[config.mk]
export PLATFORM = sky130hd
export DESIGN_NAME = bus_arbiter
export DESIGN_NICKNAME = d
export VERILOG_FILES = /design/src/rtl/mbus_pkg.sv /design/src/rtl/bus_arbiter.sv
export VERILOG_INCLUDE_DIRS = /design/src /design/src/rtl
export SDC_FILE = /design/constraint.sdc
export NUM_CORES = 1
export LEC_CHECK = 0
export ABC_AREA = 1
export BUFFER_PORTS_ARGS = -buffer_cell sky130_fd_sc_hd__buf_2
export CORE_AREA = 2 2 109 111
export DETAILED_ROUTE_END_ITERATION = 6
export DIE_AREA = 0 0 111 113
export SETUP_SLACK_MARGIN = 0.15
export SYNTH_ARGS = -nofsm -noshare
export SYNTH_HDL_FRONTEND = slang
export SYNTH_SLANG_ARGS = --single-unit
[constraint.sdc]
create_clock -name CLK -period 1.9 [get_ports CLK]
set_input_delay 0.38 -clock CLK [delete_from_list [all_inputs] [get_ports CLK]]
set_output_delay 0.38 -clock CLK [all_outputs]
set_load 0.01 [all_outputs]
[src/rtl/mbus_settings.svh]
// build-time sizes for the two-core shared memory bus.
// included by the RTL and the testbench.
`ifndef MBUS_SETTINGS_SVH
`define MBUS_SETTINGS_SVH

// word address width into the shared memory (256 words).
`define MBUS_ADDR_W 8

// busy cycles after each accepted load or write strobe.
`define MBUS_RAM_LAT 3

// cycles the new owner keeps the bus after a grant change.
`define MBUS_RUN_CYCLES 4

`endif

[src/rtl/mbus_pkg.sv]
// shared types for the two-core memory bus.
// referenced by scoped names from the arbiter, memory and top level.
`include "mbus_settings.svh"

package mbus_pkg;

    // pipeline state reported by each core.
    // S_ID marks an instruction boundary.
    typedef enum logic [3:0] {
        S_ID = 4'd0,
        S_IF = 4'd1,
        S_EX = 4'd2,
        S_MA = 4'd3
    } cpu_state_t;

    // arbiter phase.
    // wait for a boundary, switch owner, settle, then run a fixed window.
    typedef enum logic [1:0] {
        ARB_WAIT   = 2'd0,
        ARB_SWITCH = 2'd1,
        ARB_SETTLE = 2'd2,
        ARB_RUN    = 2'd3
    } arb_state_t;

    // word address into the shared memory.
    typedef logic [`MBUS_ADDR_W-1:0] ram_addr_t;

endpackage

[src/rtl/bus_arbiter.sv]
// time-slices the single memory port between two cores.
// hands the bus over only when the owner sits at an instruction boundary.
`timescale 1ns/1ps
`include "mbus_settings.svh"

module bus_arbiter (
    input  logic                 CLK,
    input  logic                 RST_X,
    input  logic                 init_done,

    input  mbus_pkg::cpu_state_t cpustate_0,
    input  logic [31:0]          paddr_0,
    input  logic                 data_we_0,
    input  logic                 data_le_0,
    input  logic [31:0]          wdata_0,

    input  mbus_pkg::cpu_state_t cpustate_1,
    input  logic [31:0]          paddr_1,
    input  logic                 data_we_1,
    input  logic                 data_le_1,
    input  logic [31:0]          wdata_1,

    input  logic                 mem_busy,
    input  logic [31:0]          mem_rdata,

    output logic                 grant,
    output logic [31:0]          rdata_0,
    output logic                 busy_0,
    output logic [31:0]          rdata_1,
    output logic                 busy_1,

    output mbus_pkg::ram_addr_t  mem_addr,
    output logic                 mem_we,
    output logic                 mem_le,
    output logic [31:0]          mem_wdata
);

    localparam int CNT_W = $clog2(`MBUS_RUN_CYCLES + 1);
    localparam logic [CNT_W-1:0] CNT_LAST = CNT_W'(`MBUS_RUN_CYCLES - 1);

    mbus_pkg::arb_state_t state;
    logic [CNT_W-1:0]     run_cnt;

    mbus_pkg::cpu_state_t sel_cpustate;
    logic [31:0]          sel_paddr;
    logic                 sel_we;
    logic                 sel_le;
    logic [31:0]          sel_wdata;
    logic                 pass_strobe;
    logic                 hold_busy;
    logic                 own_busy;

    // request side follows the current owner.
    assign sel_cpustate = grant ? cpustate_1 : cpustate_0;
    assign sel_paddr    = grant ? paddr_1    : paddr_0;
    assign sel_we       = grant ? data_we_1  : data_we_0;
    assign sel_le       = grant ? data_le_1  : data_le_0;
    assign sel_wdata    = grant ? wdata_1    : wdata_0;

    assign pass_strobe = (state == mbus_pkg::ARB_WAIT) || (state == mbus_pkg::ARB_RUN);
    assign hold_busy   = (state == mbus_pkg::ARB_SWITCH) || (state == mbus_pkg::ARB_SETTLE);

    // byte address to word address.
    assign mem_addr  = sel_paddr[`MBUS_ADDR_W+1:2];
    assign mem_we    = sel_we & pass_strobe;
    assign mem_le    = sel_le & pass_strobe;
    assign mem_wdata = sel_wdata;

    // owner is stalled during the hand-over.
    assign own_busy = hold_busy | mem_busy;

    // the other core is parked with busy high and zero data.
    assign rdata_0 = grant ? 32'd0 : mem_rdata;
    assign busy_0  = grant ? 1'b1  : own_busy;
    assign rdata_1 = grant ? mem_rdata : 32'd0;
    assign busy_1  = grant ? own_busy  : 1'b1;

    always_ff @(posedge CLK) begin
        if (!RST_X) begin
            state   <= mbus_pkg::ARB_WAIT;
            grant   <= 1'b0;
            run_cnt <= '0;
        end else if (init_done) begin
            unique case (state)
                mbus_pkg::ARB_WAIT: begin
                    // idle memory keeps an in-flight response with its core.
                    if (sel_cpustate == mbus_pkg::S_ID && !mem_busy) begin
                        state <= mbus_pkg::ARB_SWITCH;
                    end
                end
                mbus_pkg::ARB_SWITCH: begin
                    grant <= ~grant;
                    state <= mbus_pkg::ARB_SETTLE;
                end
                mbus_pkg::ARB_SETTLE: begin
                    run_cnt <= '0;
                    state   <= mbus_pkg::ARB_RUN;
                end
                mbus_pkg::ARB_RUN: begin
                    if (run_cnt == CNT_LAST) begin
                        state <= mbus_pkg::ARB_WAIT;
                    end else begin
                        run_cnt <= run_cnt + 1'b1;
                    end
                end
            endcase
        end
    end

endmodule

==> metrics.md <==
| Metric | Value |
|---|---|
| Outcome | finished clean |
| Vias in the first global route | 2132 |
| Clk_lat worst skew | 230 ps |
| Max VDD drop | 0.264 mV |
| Top Ports | 285 |
| End of the critical path | busy_1 |
| Post-synth cell types | 16 |
| Top-count cell post-synth | nand2_1 |
| Synth top area share | 42.5% |
| Final worst path period need | 1670 ps |
| Via/cell ratio | 3.59 |
| Initial antenna violation count | 0 |
| Clock-pin slew on the worst setup and hold paths | 30 ps |
| Final Core Density | 25.5% |
| Count of final hold-check violations | 0 |
| Final Non-Filler Cells | 704 |
| Crit-path cells | inv_2 > ha_1 > inv_2 > buf_4 > nand3_1 > buf_2 |
| Port bufs | 236 |
| Htree depth | 1 |
| CTS Root Cell | clkbuf_16 |
| Post-Syn Instances | 332 |
| Mean routed wirelength per cell | 8.57 um |
| Row cnt | 39 |
| Clock sink count | 6 |
| Nets | 744 |
| PwrDens | 413 nW/um^2 |
| FMAX | 600 MHz |
| Drt pass-1 iters | 4 |
| DRT antenna net count | 0 |
| Drt total wl | 6.03 mm |
| Grt total ovfl | 0 |
| Worst EP arrival | 1290 ps |
| First-pass GRT wire length | 9.09 mm |
| Headroom to the max-slew limit | 80.8% |
| Max-Cap Viols | 0 |
| Slew Viols, Final | 0 |
| Cell taking the most area after synthesis | nand2_1 |
| Number of synthesized register bits | 6 |
| CTS tree | yes |
| WP depth | 6 |
| CP Capture Type | output port |
| Largest cells by area after synthesis | nand2_1, inv_1, nor2_1 |
| Post-cts hold buffer count | 0 |
| Synth Cell Area | 1450 um^2 |
| Least-Margin Pin Slew | 288 ps |
| Post-synth EDFFs | 0 |
| Crit path top cell by count | inv_2 |
| Fraction of layout cells with a size suffix above 1 | 44.7% |
| Setup crit start | state[1] |
| Final GP Congestion | 0.754 |
| Syn Area/Cell | 4.36 um^2 |
| Die Width | 111 um |
| Drt drc | 0 |
| Longest Clk Path Bufs | 2 |
| Clk_skew | 0.858 ps |
| Worst slack, placed | 354 ps |
| Ys Warns | 0 |
| Total Routing Usage GR | 8.49% |
| TritonCTS Buffers | 3 |
| Ys flop type | dfxtp_1 |
| Kind of critical path | reg2out |
| Largest net degree at the start of global routing | 69 |
| Antenna Diode Count | 0 |
| CP delay by family, top | buffers and inverters |
| Crit start category | flop |
| Number of DRC markers in iteration 0 | 64 |
| Area grow syn2layout | 98.9% |
| Worst R2R Start | run_cnt[0] |
| Core area | 11300 um^2 |
| Final Cycle Share | 87.8% |
| RSZ-0062 raised after global routing | true |
| Finish-stage setup viols | 0 |
| Post-DP HPWL | 5.17 mm |
| Mapped Nets | 514 |
| Vias | 2526 |
| Top cells by count, synth | nand2_1, inv_1, nor2_1 |
| Async SR Flop Fraction | 0% |
| Slowest cell delay on critical path | 350 ps |
| Largest fanout on the critical path | 4 |
| Post-route setup slack | 232 ps |
| Buffers & Inverters on Critical Path | 4 |
| Worst r2r dst | run_cnt[1] |
| Worst hold margin | 399 ps |
| Register area share after synthesis | 8.30% |
| Worst Path Required | 1520 ps |
| Die ar. | 12500 um^2 |
| Setup TNS | 0 ps |
| Reg2Reg Depth | 8 |
| Initial Util | 12.8% |
| Hold WC Path Type | in2reg |
| Die Y | 113 um |
| Leak Pwr | 2.20 nW |
| R2R Setup Slk | 520 ps |
| Placed cells | 699 |
| Worst path slowest cell | dfxtp_4 |
==> cell usage in the layout (no fill, tap or decap), types with 2 or more instances in the layout <==
master	instances
buf_2	236
nand2_1	164
inv_1	76
nor2_1	42
ha_1	6
nand3_1	5
o21ai_0	4
a21oi_1	4
nand4_1	3
clkbuf_16	3
dfxtp_4	3
buf_4	3
dfxtp_1	3
inv_2	2
==> where the power goes <==
| group | leakage, nW | switching, mW | total (mW) | internal (mW) |
|---|---|---|---|---|
| Sequential | 0.0508 | 0.0107 | 0.146 | 0.136 |
| Clock | 0.0382 | 0.0717 | 0.350 | 0.278 |
| Combinational | 2.11 | 0.380 | 0.692 | 0.312 |
| Total | 2.20 | 0.462 | 1.19 | 0.726 |
==> per-layer routing <==
metal | track usage (%) | wire [um]
met5 | 0 | 0
met4 | 1.50 | 38
met3 | 1.34 | 543
met2 | 16.8 | 2970
met1 | 9.64 | 2480
==> through the flow <==
step                instance area, um^2  total power [mW]
floorplan                          1450             0.491
global placement                   2780             0.835
detailed placement                 2780             0.834
CTS                                2860              1.19
global route                       2880              1.29
finish                             2880              1.19
==> flip-flops by register name, indices dropped and copies added, names as in the netlist <==
| signal | count |
|---|---|
| grant | 1 |
| run_cnt | 3 |
| state | 2 |
==> area by class of cell <==
| class | instances | area, um^2 |
|---|---|---|
| Inverter | 79 | 304 |
| Timing Repair Buffer | 241 | 1230 |
| Sequential cell | 6 | 131 |
| Tap cell | 143 | 179 |
| Clock buffer | 4 | 78.8 |
| Fill cell | 1293 | 8390 |
| Multi-Input combinational cell | 231 | 951 |
==> kinds of logic (layout without fill, tap and decap cells) <==
logic type	count (synthesis)	count (layout)	synth area share (%)
AO/OA/AOI/OAI	10	10	3.63
flip-flops	6	6	8.30
adder cells (fa/ha/maj)	6	6	5.19
buffers and inverters	95	324	26.0
AND/OR/NAND/NOR	215	215	56.9
==> worst min-delay path by stage <==
stage / slack (ps) / cells after the start / startpoint / to
2_1_floorplan: 440 / 2 / run_cnt[2] / run_cnt[2]
3_3_place_gp: 460 / 2 / run_cnt[2] / run_cnt[2]
3_5_place_dp: 460 / 2 / run_cnt[2] / run_cnt[2]
4_1_cts: 400 / 3 / RST_X / state[1]
5_1_grt: 430 / 3 / RST_X / state[1]
6_report: 400 / 3 / RST_X / state[1]
==> timing repair <==
action,in CTS,in global routing
pin swaps,0,2
setup buffers,0,1
resized for setup,2,7
setup endpoints to repair,2,24
==> worst min-delay path, cell delays in order <==
cell	delay, ps
buf_2	120
nand2_1	60
nor2_1	30
Power figures use the tool's default switching activity.
